`src/xgmii_pkg.sv`:
```
// XGMII lane types and control characters, imported by the transmitter and its testbench
package xgmii_pkg;

    // byte lanes per XGMII word; the lane mux is written for four lanes
    localparam int lane_w = 4;

    // one data word, lane 0 in the low byte
    typedef logic [8*lane_w-1:0] xgmii_data_t;

    // one control bit per lane
    typedef logic [lane_w-1:0] xgmii_ctrl_t;

    // control characters that the transmitter emits
    typedef enum logic [7:0] {
        xgmii_idle  = 8'h07,
        xgmii_start = 8'hfb,
        xgmii_term  = 8'hfd,
        xgmii_error = 8'hfe
    } xgmii_char_t;

    // unused trailing bytes in the last word of a frame
    typedef logic [1:0] lane_empty_t;

endpackage

```
`src/eth_frame_pkg.sv`:
```
// Ethernet framing constants and the transmit FSM state type, shared by RTL and testbench
package eth_frame_pkg;

    // preamble and start-of-frame delimiter bytes
    localparam logic [7:0] eth_pre = 8'h55;
    localparam logic [7:0] eth_sfd = 8'hd5;

    // CRC-32 generator, applied bit-reflected
    localparam logic [31:0] crc32_poly = 32'h04c11db7;
    localparam logic [31:0] crc32_init = 32'hffffffff;

    // frame check sequence length in bytes
    localparam int fcs_len = 4;

    // transmit controller states
    typedef enum logic [3:0] {
        state_idle,
        state_preamble,
        state_payload,
        state_pad,
        state_fcs_1,
        state_fcs_2,
        state_fcs_3,
        state_err,
        state_ifg
    } frame_state_t;

endpackage

```
`src/fcs_if.sv`:
```
// link between the frame controller and the FCS generator, one modport per side
`timescale 1ns/1ns

interface fcs_if
    import xgmii_pkg::*;
();

    // held payload word and its trailing empty count
    xgmii_data_t word;
    lane_empty_t empty;
    logic        crc_init;
    logic        crc_update;

    // closing words, combinational from the generator registers
    xgmii_data_t fcs_word_0;
    xgmii_data_t fcs_word_1;
    xgmii_ctrl_t fcs_ctrl_1;
    logic        extra_cycle;
    logic [1:0]  idle_offset;

    modport ctrl (
        output word, empty, crc_init, crc_update,
        input  fcs_word_0, fcs_word_1, fcs_ctrl_1, extra_cycle, idle_offset
    );

    modport gen (
        input  word, empty, crc_init, crc_update,
        output fcs_word_0, fcs_word_1, fcs_ctrl_1, extra_cycle, idle_offset
    );

endinterface

```
`src/eth_fcs_gen.sv`:
```
// CRC-32 generator for the transmitter, builds the FCS and terminate words of each frame
`timescale 1ns/1ns

module eth_fcs_gen
    import xgmii_pkg::*, eth_frame_pkg::*;
(
    input logic clk,
    input logic reset_crc,
    fcs_if.gen  fcs
);

    function automatic logic [31:0] bit_reverse(input logic [31:0] v);
        logic [31:0] r;
        for (int i = 0; i < 32; i++) begin
            r[i] = v[31-i];
        end
        return r;
    endfunction

    localparam logic [31:0] poly_r = bit_reverse(crc32_poly);

    // fold the low n bytes of data into crc, lsb first
    function automatic logic [31:0] crc_bytes(
        input logic [31:0] crc,
        input xgmii_data_t data,
        input int          n
    );
        logic [31:0] c;
        c = crc;
        for (int i = 0; i < 8*lane_w; i++) begin
            if (i < 8*n) begin
                c = (c[0] ^ data[i]) ? ((c >> 1) ^ poly_r) : (c >> 1);
            end
        end
        return c;
    endfunction

    logic [31:0] crc_reg;
    logic [31:0] crc_step [lane_w];
    // partial-word results from the previous cycle, used in the terminate word
    logic [31:0] part_reg [lane_w-1];

    always_comb begin
        for (int n = 0; n < lane_w; n++) begin
            crc_step[n] = crc_bytes(crc_reg, fcs.word, n + 1);
        end
    end

    always_ff @(posedge clk) begin
        if (reset_crc || fcs.crc_init) begin
            crc_reg <= crc32_init;
        end else if (fcs.crc_update) begin
            crc_reg <= crc_step[lane_w-1];
        end
    end

    always_ff @(posedge clk) begin
        for (int n = 0; n < lane_w - 1; n++) begin
            part_reg[n] <= crc_step[n];
        end
    end

    // closing words by number of data bytes in the last word
    always_comb begin
        fcs.fcs_word_0  = fcs.word;
        fcs.fcs_word_1  = ~crc_reg;
        fcs.fcs_ctrl_1  = '0;
        fcs.extra_cycle = 1'b0;
        fcs.idle_offset = 2'd0;
        case (fcs.empty)
            2'd3: begin
                fcs.fcs_word_0  = {~crc_step[0][23:0], fcs.word[7:0]};
                fcs.fcs_word_1  = {{2{xgmii_idle}}, xgmii_term, ~part_reg[0][31:24]};
                fcs.fcs_ctrl_1  = 4'b1110;
                fcs.idle_offset = 2'd2;
            end
            2'd2: begin
                fcs.fcs_word_0  = {~crc_step[1][15:0], fcs.word[15:0]};
                fcs.fcs_word_1  = {xgmii_idle, xgmii_term, ~part_reg[1][31:16]};
                fcs.fcs_ctrl_1  = 4'b1100;
                fcs.idle_offset = 2'd1;
            end
            2'd1: begin
                fcs.fcs_word_0  = {~crc_step[2][7:0], fcs.word[23:0]};
                fcs.fcs_word_1  = {xgmii_term, ~part_reg[2][31:8]};
                fcs.fcs_ctrl_1  = 4'b1000;
                fcs.idle_offset = 2'd0;
            end
            default: begin
                // full last word, terminate goes out in a third word
                fcs.extra_cycle = 1'b1;
                fcs.idle_offset = 2'd3;
            end
        endcase
    end

endmodule

```
`src/tx_frame_ctrl.sv`:
```
// transmit frame FSM: preamble, payload, padding, error ending and inter-frame gap
`timescale 1ns/1ns

module tx_frame_ctrl
    import xgmii_pkg::*, eth_frame_pkg::*;
#(
    parameter int MIN_FRAME_LEN = 64,
    parameter int IFG_BYTES     = 12
) (
    input  logic        clk,
    input  logic        reset_crc,
    input  xgmii_data_t s_tdata,
    input  xgmii_ctrl_t s_tkeep,
    input  logic        s_tlast,
    input  logic        s_tuser,
    input  logic        s_tvalid,
    output logic        s_tready,
    output xgmii_data_t xgmii_txd,
    output xgmii_ctrl_t xgmii_txc,
    fcs_if.ctrl         fcs
);

    localparam int min_len_w = $clog2(MIN_FRAME_LEN - fcs_len + 1);
    localparam int ifg_w     = $clog2(IFG_BYTES + 1);

    function automatic lane_empty_t keep2empty(input xgmii_ctrl_t keep);
        casez (keep)
            4'b1111: return 2'd0;
            4'b0111: return 2'd1;
            4'b?011: return 2'd2;
            default: return 2'd3;
        endcase
    endfunction

    frame_state_t         state_reg, state_next;
    logic                 frame_reg, frame_next;
    logic                 frame_error_reg, frame_error_next;
    logic [min_len_w-1:0] min_count_reg, min_count_next;
    logic [ifg_w-1:0]     ifg_count_reg, ifg_count_next;
    logic                 tready_reg, tready_next;
    xgmii_data_t          word_reg, word_next;
    lane_empty_t          empty_reg, empty_next;
    xgmii_data_t          txd_reg, txd_next;
    xgmii_ctrl_t          txc_reg, txc_next;
    xgmii_data_t          in_word;
    lane_empty_t          in_empty;
    logic                 crc_init;
    logic                 crc_update;

    assign s_tready       = tready_reg;
    assign xgmii_txd      = txd_reg;
    assign xgmii_txc      = txc_reg;
    assign fcs.word       = word_reg;
    assign fcs.empty      = empty_reg;
    assign fcs.crc_init   = crc_init;
    assign fcs.crc_update = crc_update;

    // lane 0 always carries data; an underflow word reads as zeros
    always_comb begin
        for (int n = 0; n < lane_w; n++) begin
            in_word[8*n +: 8] = (n == 0 || s_tkeep[n]) ? s_tdata[8*n +: 8] : 8'h00;
        end
        if (!s_tvalid) begin
            in_word = '0;
        end
        in_empty = s_tvalid ? keep2empty(s_tkeep) : lane_empty_t'(0);
    end

    always_comb begin
        state_next       = state_reg;
        frame_next       = frame_reg;
        frame_error_next = frame_error_reg;
        ifg_count_next   = ifg_count_reg;
        tready_next      = 1'b0;
        word_next        = word_reg;
        empty_next       = empty_reg;
        txd_next         = {lane_w{xgmii_idle}};
        txc_next         = '1;
        crc_init         = 1'b0;
        crc_update       = 1'b0;

        if (s_tvalid && tready_reg) begin
            frame_next = !s_tlast;
        end

        // minimum-length budget, four bytes per cycle
        if (min_count_reg > min_len_w'(lane_w)) begin
            min_count_next = min_count_reg - min_len_w'(lane_w);
        end else begin
            min_count_next = '0;
        end

        case (state_reg)
            state_idle: begin
                frame_error_next = 1'b0;
                min_count_next   = min_len_w'(MIN_FRAME_LEN - fcs_len);
                crc_init         = 1'b1;
                if (s_tvalid) begin
                    txd_next    = {{3{eth_pre}}, xgmii_start};
                    txc_next    = 4'b0001;
                    tready_next = 1'b1;
                    state_next  = state_preamble;
                end
            end
            state_preamble: begin
                crc_init    = 1'b1;
                word_next   = in_word;
                empty_next  = in_empty;
                txd_next    = {eth_sfd, {3{eth_pre}}};
                txc_next    = '0;
                tready_next = 1'b1;
                state_next  = state_payload;
            end
            state_payload: begin
                crc_update  = 1'b1;
                tready_next = 1'b1;
                txd_next    = word_reg;
                txc_next    = '0;
                word_next   = in_word;
                empty_next  = in_empty;

                // short frame, widen the last word up to the budget
                if (min_count_reg != '0) begin
                    if (min_count_reg > min_len_w'(lane_w)) begin
                        empty_next = '0;
                    end else if (in_empty > lane_empty_t'(lane_w - min_count_reg)) begin
                        empty_next = lane_empty_t'(lane_w - min_count_reg);
                    end
                end

                if (!s_tvalid || s_tlast) begin
                    tready_next      = frame_next;
                    frame_error_next = !s_tvalid || s_tuser;
                    if (min_count_reg > min_len_w'(lane_w)) begin
                        state_next = state_pad;
                    end else begin
                        state_next = state_fcs_1;
                    end
                end
            end
            state_pad: begin
                crc_update  = 1'b1;
                tready_next = frame_next;
                txd_next    = word_reg;
                txc_next    = '0;
                word_next   = '0;
                empty_next  = '0;
                if (min_count_reg <= min_len_w'(lane_w)) begin
                    empty_next = lane_empty_t'(lane_w - min_count_reg);
                    state_next = state_fcs_1;
                end
            end
            state_fcs_1: begin
                crc_update     = 1'b1;
                tready_next    = frame_next;
                txd_next       = fcs.fcs_word_0;
                txc_next       = '0;
                ifg_count_next = ifg_w'(IFG_BYTES) - ifg_w'(fcs.idle_offset);
                state_next     = frame_error_reg ? state_err : state_fcs_2;
            end
            state_fcs_2: begin
                tready_next = frame_next;
                txd_next    = fcs.fcs_word_1;
                txc_next    = fcs.fcs_ctrl_1;
                state_next  = fcs.extra_cycle ? state_fcs_3 : state_ifg;
            end
            state_fcs_3: begin
                tready_next = frame_next;
                txd_next    = {{3{xgmii_idle}}, xgmii_term};
                txc_next    = '1;
                state_next  = state_ifg;
            end
            state_err: begin
                tready_next    = frame_next;
                txd_next       = {xgmii_term, {3{xgmii_error}}};
                txc_next       = '1;
                ifg_count_next = ifg_w'(IFG_BYTES);
                state_next     = state_ifg;
            end
            state_ifg: begin
                // keep draining a bad frame until its last word
                tready_next = frame_next;
                if (ifg_count_reg > ifg_w'(lane_w)) begin
                    ifg_count_next = ifg_count_reg - ifg_w'(lane_w);
                end else begin
                    ifg_count_next = '0;
                end
                if (ifg_count_next == '0 && !frame_next) begin
                    state_next = state_idle;
                end
            end
            default: begin
                state_next = state_idle;
            end
        endcase
    end

    always_ff @(posedge clk) begin
        if (reset_crc) begin
            state_reg       <= state_idle;
            frame_reg       <= 1'b0;
            frame_error_reg <= 1'b0;
            ifg_count_reg   <= '0;
            tready_reg      <= 1'b0;
            txd_reg         <= {lane_w{xgmii_idle}};
            txc_reg         <= '1;
        end else begin
            state_reg       <= state_next;
            frame_reg       <= frame_next;
            frame_error_reg <= frame_error_next;
            ifg_count_reg   <= ifg_count_next;
            tready_reg      <= tready_next;
            txd_reg         <= txd_next;
            txc_reg         <= txc_next;
        end
    end

    always_ff @(posedge clk) begin
        min_count_reg <= min_count_next;
        word_reg      <= word_next;
        empty_reg     <= empty_next;
    end

endmodule

```
`src/xgmii_tx.sv`:
```
// 32-bit Ethernet transmitter top level, byte-keyed word stream in and XGMII out
`timescale 1ns/1ns

module xgmii_tx
    import xgmii_pkg::*;
#(
    parameter int MIN_FRAME_LEN = 64,
    parameter int IFG_BYTES     = 12
) (
    input  logic        clk,
    input  logic        reset_crc,
    input  xgmii_data_t s_tdata,
    input  xgmii_ctrl_t s_tkeep,
    input  logic        s_tlast,
    input  logic        s_tuser,
    input  logic        s_tvalid,
    output logic        s_tready,
    output xgmii_data_t xgmii_txd,
    output xgmii_ctrl_t xgmii_txc
);

    fcs_if fcs ();

    // sequencing and output registers
    tx_frame_ctrl #(
        .MIN_FRAME_LEN (MIN_FRAME_LEN),
        .IFG_BYTES     (IFG_BYTES)
    ) ctrl0 (
        .clk       (clk),
        .reset_crc (reset_crc),
        .s_tdata   (s_tdata),
        .s_tkeep   (s_tkeep),
        .s_tlast   (s_tlast),
        .s_tuser   (s_tuser),
        .s_tvalid  (s_tvalid),
        .s_tready  (s_tready),
        .xgmii_txd (xgmii_txd),
        .xgmii_txc (xgmii_txc),
        .fcs       (fcs.ctrl)
    );

    // CRC and closing word assembly
    eth_fcs_gen gen0 (
        .clk       (clk),
        .reset_crc (reset_crc),
        .fcs       (fcs.gen)
    );

endmodule

```
`config.mk`:
```
export PLATFORM = sky130hd
export DESIGN_NAME = xgmii_tx
export DESIGN_NICKNAME = d
export VERILOG_FILES = /design/src/xgmii_pkg.sv /design/src/eth_frame_pkg.sv /design/src/fcs_if.sv /design/src/eth_fcs_gen.sv /design/src/tx_frame_ctrl.sv /design/src/xgmii_tx.sv
export SDC_FILE = /design/constraint.sdc
export NUM_CORES = 1
export LEC_CHECK = 0
export ABC_AREA = 1
export CAP_MARGIN = 20
export CORE_ASPECT_RATIO = 1.25
export CORE_MARGIN = 3
export CORE_UTILIZATION = 40
export CTS_CLUSTER_SIZE = 25
export DETAILED_ROUTE_END_ITERATION = 10
export DONT_BUFFER_PORTS = 1
export PLACE_DENSITY = 0.55
export SYNTH_ARGS = -nofsm -noshare
export SYNTH_HDL_FRONTEND = slang
export SYNTH_SLANG_ARGS = --single-unit
export TNS_END_PERCENT = 100
```
`constraint.sdc`:
```
create_clock -name clk -period 2.7 [get_ports clk]
set_input_delay 0.54 -clock clk [delete_from_list [all_inputs] [get_ports clk]]
set_output_delay 0.54 -clock clk [all_outputs]
set_load 0.02 [all_outputs]
```
**Word-level counts from Yosys, hierarchy flattened**

Memory sizes are Yosys's and may differ from the RTL's.
Index checks and enable logic that the tools add are counted.
Widths: inputs -> output; s select.

- $add $sub $neg: 4
- Order comparisons: 4
- Eq/ne operators: 18
- Muxes and demuxes: 72
- Bitwise gates (word level): 72
- Reduce and logical (&&, ||, !) cells: 26

Operators with widths:

| kind | number |
|---|---|
| $mux 32 | 33 |
| $not 13->14 | 32 |
| $pmux 32 s7 | 1 |
| $pmux 32 s3 | 2 |
| $pmux 32 s2 | 1 |
| $not 24->24 | 2 |
| $pmux 4 s3 | 3 |
| $mux 4 | 8 |
| $not 16->16 | 2 |
| $not 32->32 | 1 |
| $pmux 4 s8 | 1 |
| $xor 1x1->1 | 32 |
| $mux 31 | 1 |
| $mux 8 | 3 |
| $eq 4x3->1 const B | 5 |
| $pmux 2 s3 | 3 |
| $not 8->8 | 2 |
| $mux 2 | 6 |
| $reduce_or 2->1 | 5 |
| $eq 4x2->1 const B | 2 |
| $eq 4x4->1 const B | 2 |
| $logic_not 4->1 | 2 |
| $gt 6x3->1 const B | 1 |
| $le 6x3->1 const B | 1 |
| 29 further kinds | 45 |

- Bits in registers: 119
- RAM bits: 96
- Input bits: 41
- Output and inout port bits: 37
- Word-level logic and storage cells: 209
- Memories: 1

Memories:

| memory | depth | bits a word | read ports | clocked after memory_dff | wr ports | RTL line | RTL |
|---|---|---|---|---|---|---|---|
| gen0.part_reg | 3 | 32 | 3 | 0 | 3 | eth_fcs_gen.sv:41 | `logic [31:0] part_reg [lane_w-1];` |

**Depth between registers and ports, before layout**

- Depth in word-level cells: 64
- Gate-level depth with buffers: 31
- Depth with buffers taken out: 29

**Hierarchy**

Synthesis repeated with hierarchy kept, for this count alone.

- Cell total of the unflattened synthesis: 1974
- Area, all modules: 12593.3 sq um

By module, submodules not included:

| module | times used | cells an instance | area each (sq um) | seq. area each (sq um) |
|---|---|---|---|---|
| eth_fcs_gen | 1 | 1496 | 8757.1 | 1601.5 |
| tx_frame_ctrl | 1 | 478 | 3836.2 | 2042.0 |

**Worst setup path before layout**

No wires, ideal clock.

- Kind: reg2reg
- Start point: reg ctrl0.word_reg[1], in the netlist ctrl0.fcs.word[1]
- End point: reg gen0.crc_reg[7]
- Data arrival time: 2.782 ns
- Data required time: 2.587 ns
- Setup slack: -0.195 ns
- Stages on the path, launching flop included: 31
- Path buffers: 3
- Period minus slack after synthesis: 2.895 ns
- Cell sequence: edfxtp_1 inv_2 nand2_1 nand2_4 nand2_4 nand2_4 buf_6 nand2_2 nand2_1 nand2_1 nand2_2 clkinv_1 nand3_1 nand3_1 nand2_4 inv_2 nand2_4 nand2_4 buf_8 nand2_4 nand2_1 nand2_2 nand3_4 nand2_4 buf_6 inv_4 nand2_2 nand2_2 xnor2_1 nand2_1 nand2_1

- Longest elaborated chain between the ends: 45

Ends and longest elaborated chain:

| what | RTL line | RTL |
|---|---|---|
| start: declaration | tx_frame_ctrl.sv:41 | `xgmii_data_t word_reg, word_next;` |
| start signal: assignment | tx_frame_ctrl.sv:220 | `word_reg <= word_next;` |
| $xor 1x1->1 * | eth_fcs_gen.sv:32 | `c = (c[0] ^ data[i]) ? ((c >> 1) ^ poly_r) : (c >> 1);` |
| $mux 32 * (6 in a row) | eth_fcs_gen.sv:32 |  |
| $xor 1x1->1 | eth_fcs_gen.sv:32 |  |
| $mux 32 * | eth_fcs_gen.sv:32 |  |
| $not 13->14 (no line) | n/a |  |
| $mux 32 * | eth_fcs_gen.sv:32 |  |
| $not 13->14 (no line) | n/a |  |
| $mux 32 * (2 in a row) | eth_fcs_gen.sv:32 |  |
| [... 14 more ...] | n/a |  |
| parallel branches: the longest is 1 deep, another holds $xor 1x1->1 | n/a |  |
| $mux 32 * (4 in a row) | eth_fcs_gen.sv:32 |  |
| $not 13->14 (no line) | n/a |  |
| $mux 32 * (6 in a row) | eth_fcs_gen.sv:32 |  |
| parallel branches: the longest is 1 deep, another holds $xor 1x1->1 | n/a |  |
| $mux 32 * | eth_fcs_gen.sv:32 |  |
| $not 13->14 (no line) | n/a |  |
| $mux 32 * (2 in a row) | eth_fcs_gen.sv:32 |  |
| end signal: assignment | eth_fcs_gen.sv:51 | `crc_reg <= crc32_init;` |
| end signal: assignment | eth_fcs_gen.sv:53 | `crc_reg <= crc_step[lane_w-1];` |
| end: declaration | eth_fcs_gen.sv:38 | `logic [31:0] crc_reg;` |

Every way passes the cells marked *.
A chain may end at the register's enable or synchronous reset.

**Final worst setup path**

- Start point: reg ctrl0.word_reg[3], in the netlist ctrl0.fcs.word[3]
- End point: reg gen0.crc_reg[23]

- Longest elaborated chain between the ends: 42

Ends and longest elaborated chain:

| what | RTL line |
|---|---|
| $xor 1x1->1 * | eth_fcs_gen.sv:32 |
| $mux 32 * | eth_fcs_gen.sv:32 |
| $not 13->14 (no line) | n/a |
| $mux 32 * (3 in a row) | eth_fcs_gen.sv:32 |
| $not 13->14 (no line) | n/a |
| $mux 32 * (6 in a row) | eth_fcs_gen.sv:32 |
| $xor 1x1->1 | eth_fcs_gen.sv:32 |
| $mux 32 * | eth_fcs_gen.sv:32 |
| [... 18 more ...] | n/a |
| $not 13->14 (no line) | n/a |
| $mux 32 * | eth_fcs_gen.sv:32 |
| $not 13->14 (no line) | n/a |
| $mux 32 * (2 in a row) | eth_fcs_gen.sv:32 |
| $not 13->14 (no line) | n/a |
| $mux 32 * | eth_fcs_gen.sv:32 |
| $not 13->14 (no line) | n/a |
| $mux 32 * | eth_fcs_gen.sv:32 |

Every way passes the cells marked *; elsewhere a longest branch is shown, timed or not.

==> impl_results.html <==
<table>
<tr><th>Metric</th><th>Value</th></tr>
<tr><th colspan="2">Status</th></tr>
<tr><td>Run status</td><td>finished with violations</td></tr>
<tr><td>Violated checks</td><td>setup timing</td></tr>
<tr><th colspan="2">STA</th></tr>
<tr><td>Portion of the clock cycle consumed by the worst path in the final layout</td><td>129%</td></tr>
<tr><td>Setup Viol. Count Final</td><td>74</td></tr>
<tr><td>Max-slew headroom at the worst pin</td><td>45.4%</td></tr>
<tr><td>Min cycle time layout</td><td>3.49 ns</td></tr>
<tr><td>Final hold violations</td><td>0</td></tr>
<tr><td>Setup repair after global routing missed its margin</td><td>yes</td></tr>
<tr><td>Total count of max-transition violations in the final report</td><td>0</td></tr>
<tr><td>Fin worst setup slack</td><td>-0.790 ns</td></tr>
<tr><td>Clock skew</td><td>0.0162 ns</td></tr>
<tr><td>Highest attainable clock frequency</td><td>286 MHz</td></tr>
<tr><td>Slew at the pin closest to its max-slew limit</td><td>~0.80 ns</td></tr>
<tr><th colspan="2">Synthesis</th></tr>
<tr><td>Total of flip-flops plus latches after synthesis</td><td>165</td></tr>
<tr><td>Top-area cell type share of the netlist area</td><td>21.3%</td></tr>
<tr><td>Top cells by area in the synthesized netlist</td><td>sky130_fd_sc_hd__dfxtp_1 (21%), sky130_fd_sc_hd__nand2_1 (18%), sky130_fd_sc_hd__nand3_1 (8.8%), sky130_fd_sc_hd__edfxtp_1 (8.3%), sky130_fd_sc_hd__xor2_1 (6.7%)</td></tr>
<tr><td>Post-synth EDFFs</td><td>34</td></tr>
<tr><td>Synth Flop Type</td><td>sky130_fd_sc_hd__dfxtp_1</td></tr>
<tr><td>Yosys warning count</td><td>0</td></tr>
<tr><td>Cell area after synthesis</td><td>around 12,000 um2</td></tr>
<tr><td>Average instance area after synthesis</td><td>6.66 um2</td></tr>
<tr><td>Syn Inst Count</td><td>~1,900</td></tr>
<tr><td>Post-synthesis cell type with the largest combined area</td><td>sky130_fd_sc_hd__dfxtp_1</td></tr>
<tr><td>Netlist cell types</td><td>53</td></tr>
<tr><td>Register area share after synthesis</td><td>29.6%</td></tr>
<tr><td>Syn_nets</td><td>1,899</td></tr>
<tr><td>Share of async-settable or async-resettable flops after synthesis</td><td>0%</td></tr>
<tr><th colspan="2">Worst setup path</th></tr>
<tr><td>Worst R2R Start</td><td>ctrl0.fcs.word[3]</td></tr>
<tr><td>Crit. End Element</td><td>flip-flop</td></tr>
<tr><td>Critical path required time</td><td>3.04 ns</td></tr>
<tr><td>Cells on worst reg2reg path</td><td>31</td></tr>
<tr><td>Largest incremental delay on the critical path</td><td>0.50 ns</td></tr>
<tr><td>Category of the most critical setup path</td><td>reg2reg</td></tr>
<tr><td>Critical path data arrival time</td><td>3.83 ns</td></tr>
<tr><td>R2r setup slk</td><td>-0.79 ns</td></tr>
<tr><td>Crit start category</td><td>flip-flop</td></tr>
<tr><td>Critical Path Slowest Stage Cell</td><td>sky130_fd_sc_hd__edfxtp_1</td></tr>
<tr><td>Maximum net fanout on the critical path</td><td>5</td></tr>
<tr><td>R2r endpoint</td><td>gen0.crc_reg[23]</td></tr>
<tr><th colspan="2">Finish</th></tr>
<tr><td>Design area</td><td>21,700 um2</td></tr>
<tr><td>Inserted Diodes</td><td>0</td></tr>
<tr><td>Fin nets</td><td>roughly 2,400</td></tr>
<tr><td>Area growth, synth to finish</td><td>76.3%</td></tr>
<tr><td>Flip-flop count of the largest register, all copies and words added</td><td>48</td></tr>
<tr><td>Share of cells above drive strength 1</td><td>51.5%</td></tr>
<tr><th colspan="2">Worst hold path</th></tr>
<tr><td>Endpoint with the worst hold slack</td><td>ctrl0.xgmii_txd[7]</td></tr>
<tr><td>Type of the tightest min-delay check</td><td>in2reg</td></tr>
<tr><td>Start point of the worst min-delay path</td><td>reset_crc</td></tr>
<tr><td>Cell count of the worst hold path</td><td>1</td></tr>
<tr><th colspan="2">Run</th></tr>
<tr><td>Max-capacitance violation count</td><td>0</td></tr>
<tr><th colspan="2">Clock network</th></tr>
<tr><td>Maximum number of buffers from clock root to sink</td><td>2</td></tr>
<tr><td>CTS Root Cell</td><td>sky130_fd_sc_hd__clkbuf_16</td></tr>
<tr><td>Total of hold buffers inserted after clock tree synthesis</td><td>0</td></tr>
<tr><td>Count of clock tree sinks</td><td>165</td></tr>
<tr><td>H-Tree Depth</td><td>4</td></tr>
<tr><td>Clock latency reported for the late side of the worst-skew pair</td><td>0.45 ns</td></tr>
<tr><td>Clock transition time at the flip-flop clock pins of the worst setup and hold paths</td><td>about 0.070 ns</td></tr>
<tr><td>Number of CTS-inserted buffers</td><td>17</td></tr>
<tr><td>TritonCTS clock tree</td><td>yes</td></tr>
<tr><th colspan="2">GRT</th></tr>
<tr><td>Overall global routing resource usage</td><td>a little under two fifths</td></tr>
<tr><td>GRT met2 Usage</td><td>~64%</td></tr>
<tr><td>Fraction of met3 tracks used by global routing</td><td>6.68%</td></tr>
<tr><td>Global-route track usage on met1</td><td>between 40 and 50%</td></tr>
<tr><td>Maximum number of pins on one net before global-route repair</td><td>36</td></tr>
<tr><td>Most Crowded Layer GR</td><td>met2</td></tr>
<tr><td>Number of antenna violations at the first check in global routing</td><td>1</td></tr>
<tr><td>Via count of the first global-routing pass</td><td>15,109</td></tr>
<tr><td>Total congestion overflow</td><td>0</td></tr>
<tr><td>Wire length of the first global-routing pass</td><td>92,000 um</td></tr>
<tr><th colspan="2">Place</th></tr>
<tr><td>Placer Congestion</td><td>1.00</td></tr>
<tr><td>Post-Place Cell Area</td><td>15,900 um2</td></tr>
<tr><td>Post-detail-place hpwl</td><td>~49,000 um</td></tr>
<tr><td># port buffers</td><td>0</td></tr>
<tr><th colspan="2">Detailed routing</th></tr>
<tr><td>WL final</td><td>64,900 um</td></tr>
<tr><td>Post-DR wirelength/cell</td><td>23.3 um</td></tr>
<tr><td>Final ANT Viol Nets</td><td>0</td></tr>
<tr><td>Iteration-0 DRC count of the detailed router</td><td>1,394</td></tr>
<tr><td>Post-route DRC</td><td>0</td></tr>
<tr><td>Via total after detailed routing</td><td>15,454</td></tr>
<tr><td>Detailed-route vias per instance</td><td>5.55</td></tr>
<tr><td>Count of TritonRoute iterations in the first routing pass</td><td>5</td></tr>
<tr><th colspan="2">Floorplanning</th></tr>
<tr><td>Die height</td><td>roughly 200 um</td></tr>
<tr><td>Count of boundary I/O pins</td><td>78</td></tr>
<tr><td>Die span in x</td><td>163 um</td></tr>
<tr><td>Area enclosed by the die boundary</td><td>about 33,000 um2</td></tr>
<tr><td>Starting Density</td><td>around two fifths</td></tr>
<tr><td>Floorplan Core Area</td><td>30,200 um2</td></tr>
<tr><td>Cell Rows</td><td>71</td></tr>
</table>
layout by cell type (no fill, tap or decap), drive strengths merged, types with 2 or more instances in the layout:
cell,Yosys,final
nor3,11,11
o221ai,17,17
a221oi,10,10
xor2,102,102
a31oi,12,12
o32ai,2,2
a21oi,51,51
inv,218,220
a22oi,4,4
or2,7,7
edfxtp,34,34
nand3,237,237
nand2,691,691
o2111ai,7,7
a211oi,6,6
nand4,5,5
nor2,104,104
buf,9,543
o211ai,9,9
ha,8,8
a2111oi,4,4
dfxtp,131,131
o21bai,12,12
o22ai,19,19
clkinv,3,7
xnor2,22,22
clkbuf,34,24
o21ai,74,74
clkinvlp,0,2
area by class of cell:
type,instances,area [um2]
multi-input combinational,1421,11400
timing repair buffer,543,4730
clock inverter,8,65.1
clock buffer,24,503
fill,2382,8470
tap,401,502
inverter,221,873
sequential,165,3650
metrics by stage:
step | utilization (%) | worst slack, ns | std cells | hold slack (ns) | TNS, ns
after global routing | 72.0 | -0.982 | 2783 | 0.142 | -45.53
after detailed placement | 52.7 | -1.15 | 2598 | 0.450 | -47.04
after floorplan | - | -0.135 | 1850 | 0.440 | -2.52
final | 72.0 | -0.790 | 2783 | 0.156 | -34.23
after CTS | 64.1 | -0.663 | 2724 | 0.146 | -27.19
after global placement | 52.7 | -1.18 | 2598 | 0.444 | -47.42
cell families after synthesis:
kind of cell | synth area share (%)
DFF | 29.6
buffers and inverters | 8.52
and+or+nand+nor | 39.5
xor gates and xnor gates | 9.88
adders and majority gates | 0.812
AOI/OAI and AO/OA | 11.8
worst max-delay path by stage:
stage	endpoint	cells past startpoint	from	slack (ns)
2_1_floorplan	gen0.crc_reg[7]	29	ctrl0.fcs.word[1]	-0.14
4_1_cts	gen0.crc_reg[5]	31	ctrl0.fcs.word[1]	-0.66
3_3_place_gp	gen0.crc_reg[5]	23	ctrl0.fcs.word[3]	-1.18
5_1_grt	gen0.crc_reg[23]	32	ctrl0.fcs.word[3]	-0.98
3_5_place_dp	gen0.crc_reg[8]	24	ctrl0.fcs.word[3]	-1.15
6_report	gen0.crc_reg[23]	31	ctrl0.fcs.word[3]	-0.79
cells in the mapped netlist, types with 2 or more instances:
master,n
sky130_fd_sc_hd__nand2_1,591
sky130_fd_sc_hd__nand3_1,216
sky130_fd_sc_hd__inv_1,195
sky130_fd_sc_hd__dfxtp_1,131
sky130_fd_sc_hd__nor2_1,102
sky130_fd_sc_hd__xor2_1,94
sky130_fd_sc_hd__o21ai_0,74
sky130_fd_sc_hd__nand2_2,73
sky130_fd_sc_hd__a21oi_1,51
sky130_fd_sc_hd__clkbuf_1,34
sky130_fd_sc_hd__edfxtp_1,34
sky130_fd_sc_hd__nand2_4,25
sky130_fd_sc_hd__inv_2,21
sky130_fd_sc_hd__o22ai_1,19
sky130_fd_sc_hd__o221ai_1,17
sky130_fd_sc_hd__xnor2_1,17
sky130_fd_sc_hd__nand3_2,16
sky130_fd_sc_hd__a31oi_1,12
sky130_fd_sc_hd__nor3_1,11
sky130_fd_sc_hd__o21bai_1,11
sky130_fd_sc_hd__a221oi_1,10
sky130_fd_sc_hd__o211ai_1,9
sky130_fd_sc_hd__ha_1,8
sky130_fd_sc_hd__xor2_2,8
sky130_fd_sc_hd__o2111ai_1,7
sky130_fd_sc_hd__a211oi_1,6
sky130_fd_sc_hd__buf_6,5
sky130_fd_sc_hd__nand3_4,5
sky130_fd_sc_hd__nand4_1,5
sky130_fd_sc_hd__a2111oi_0,4
sky130_fd_sc_hd__a22oi_1,4
sky130_fd_sc_hd__or2_2,4
sky130_fd_sc_hd__xnor2_2,4
sky130_fd_sc_hd__clkinv_1,3
sky130_fd_sc_hd__or2_1,3
sky130_fd_sc_hd__inv_4,2
sky130_fd_sc_hd__nand2_8,2
sky130_fd_sc_hd__o32ai_1,2
worst max-delay path: cells and delay by family (launching register included):
kind / cells / cell delay (ns)
flops: 1 / 0.50
buf+inv: 6 / 0.75
simple gates: 25 / 2.13
timing repair:
| action | 4_1_cts | 5_1_grt |
|---|---|---|
| endpoints found under the setup margin | 72 | 79 |
| pin swaps | 125 | 183 |
| resized for setup | 461 | 392 |
| buffers inserted | 101 | 65 |
layer usage:
layer,part of all wire (%),vias to the layer above
met5,0,-
met4,9.0,0
met3,7.3,280
met2,48,778
met1,36,7368
li1,-,7028
Power is not shown: default switching activity piles up to over one toggle a cycle in this logic, so the estimate is an artifact.
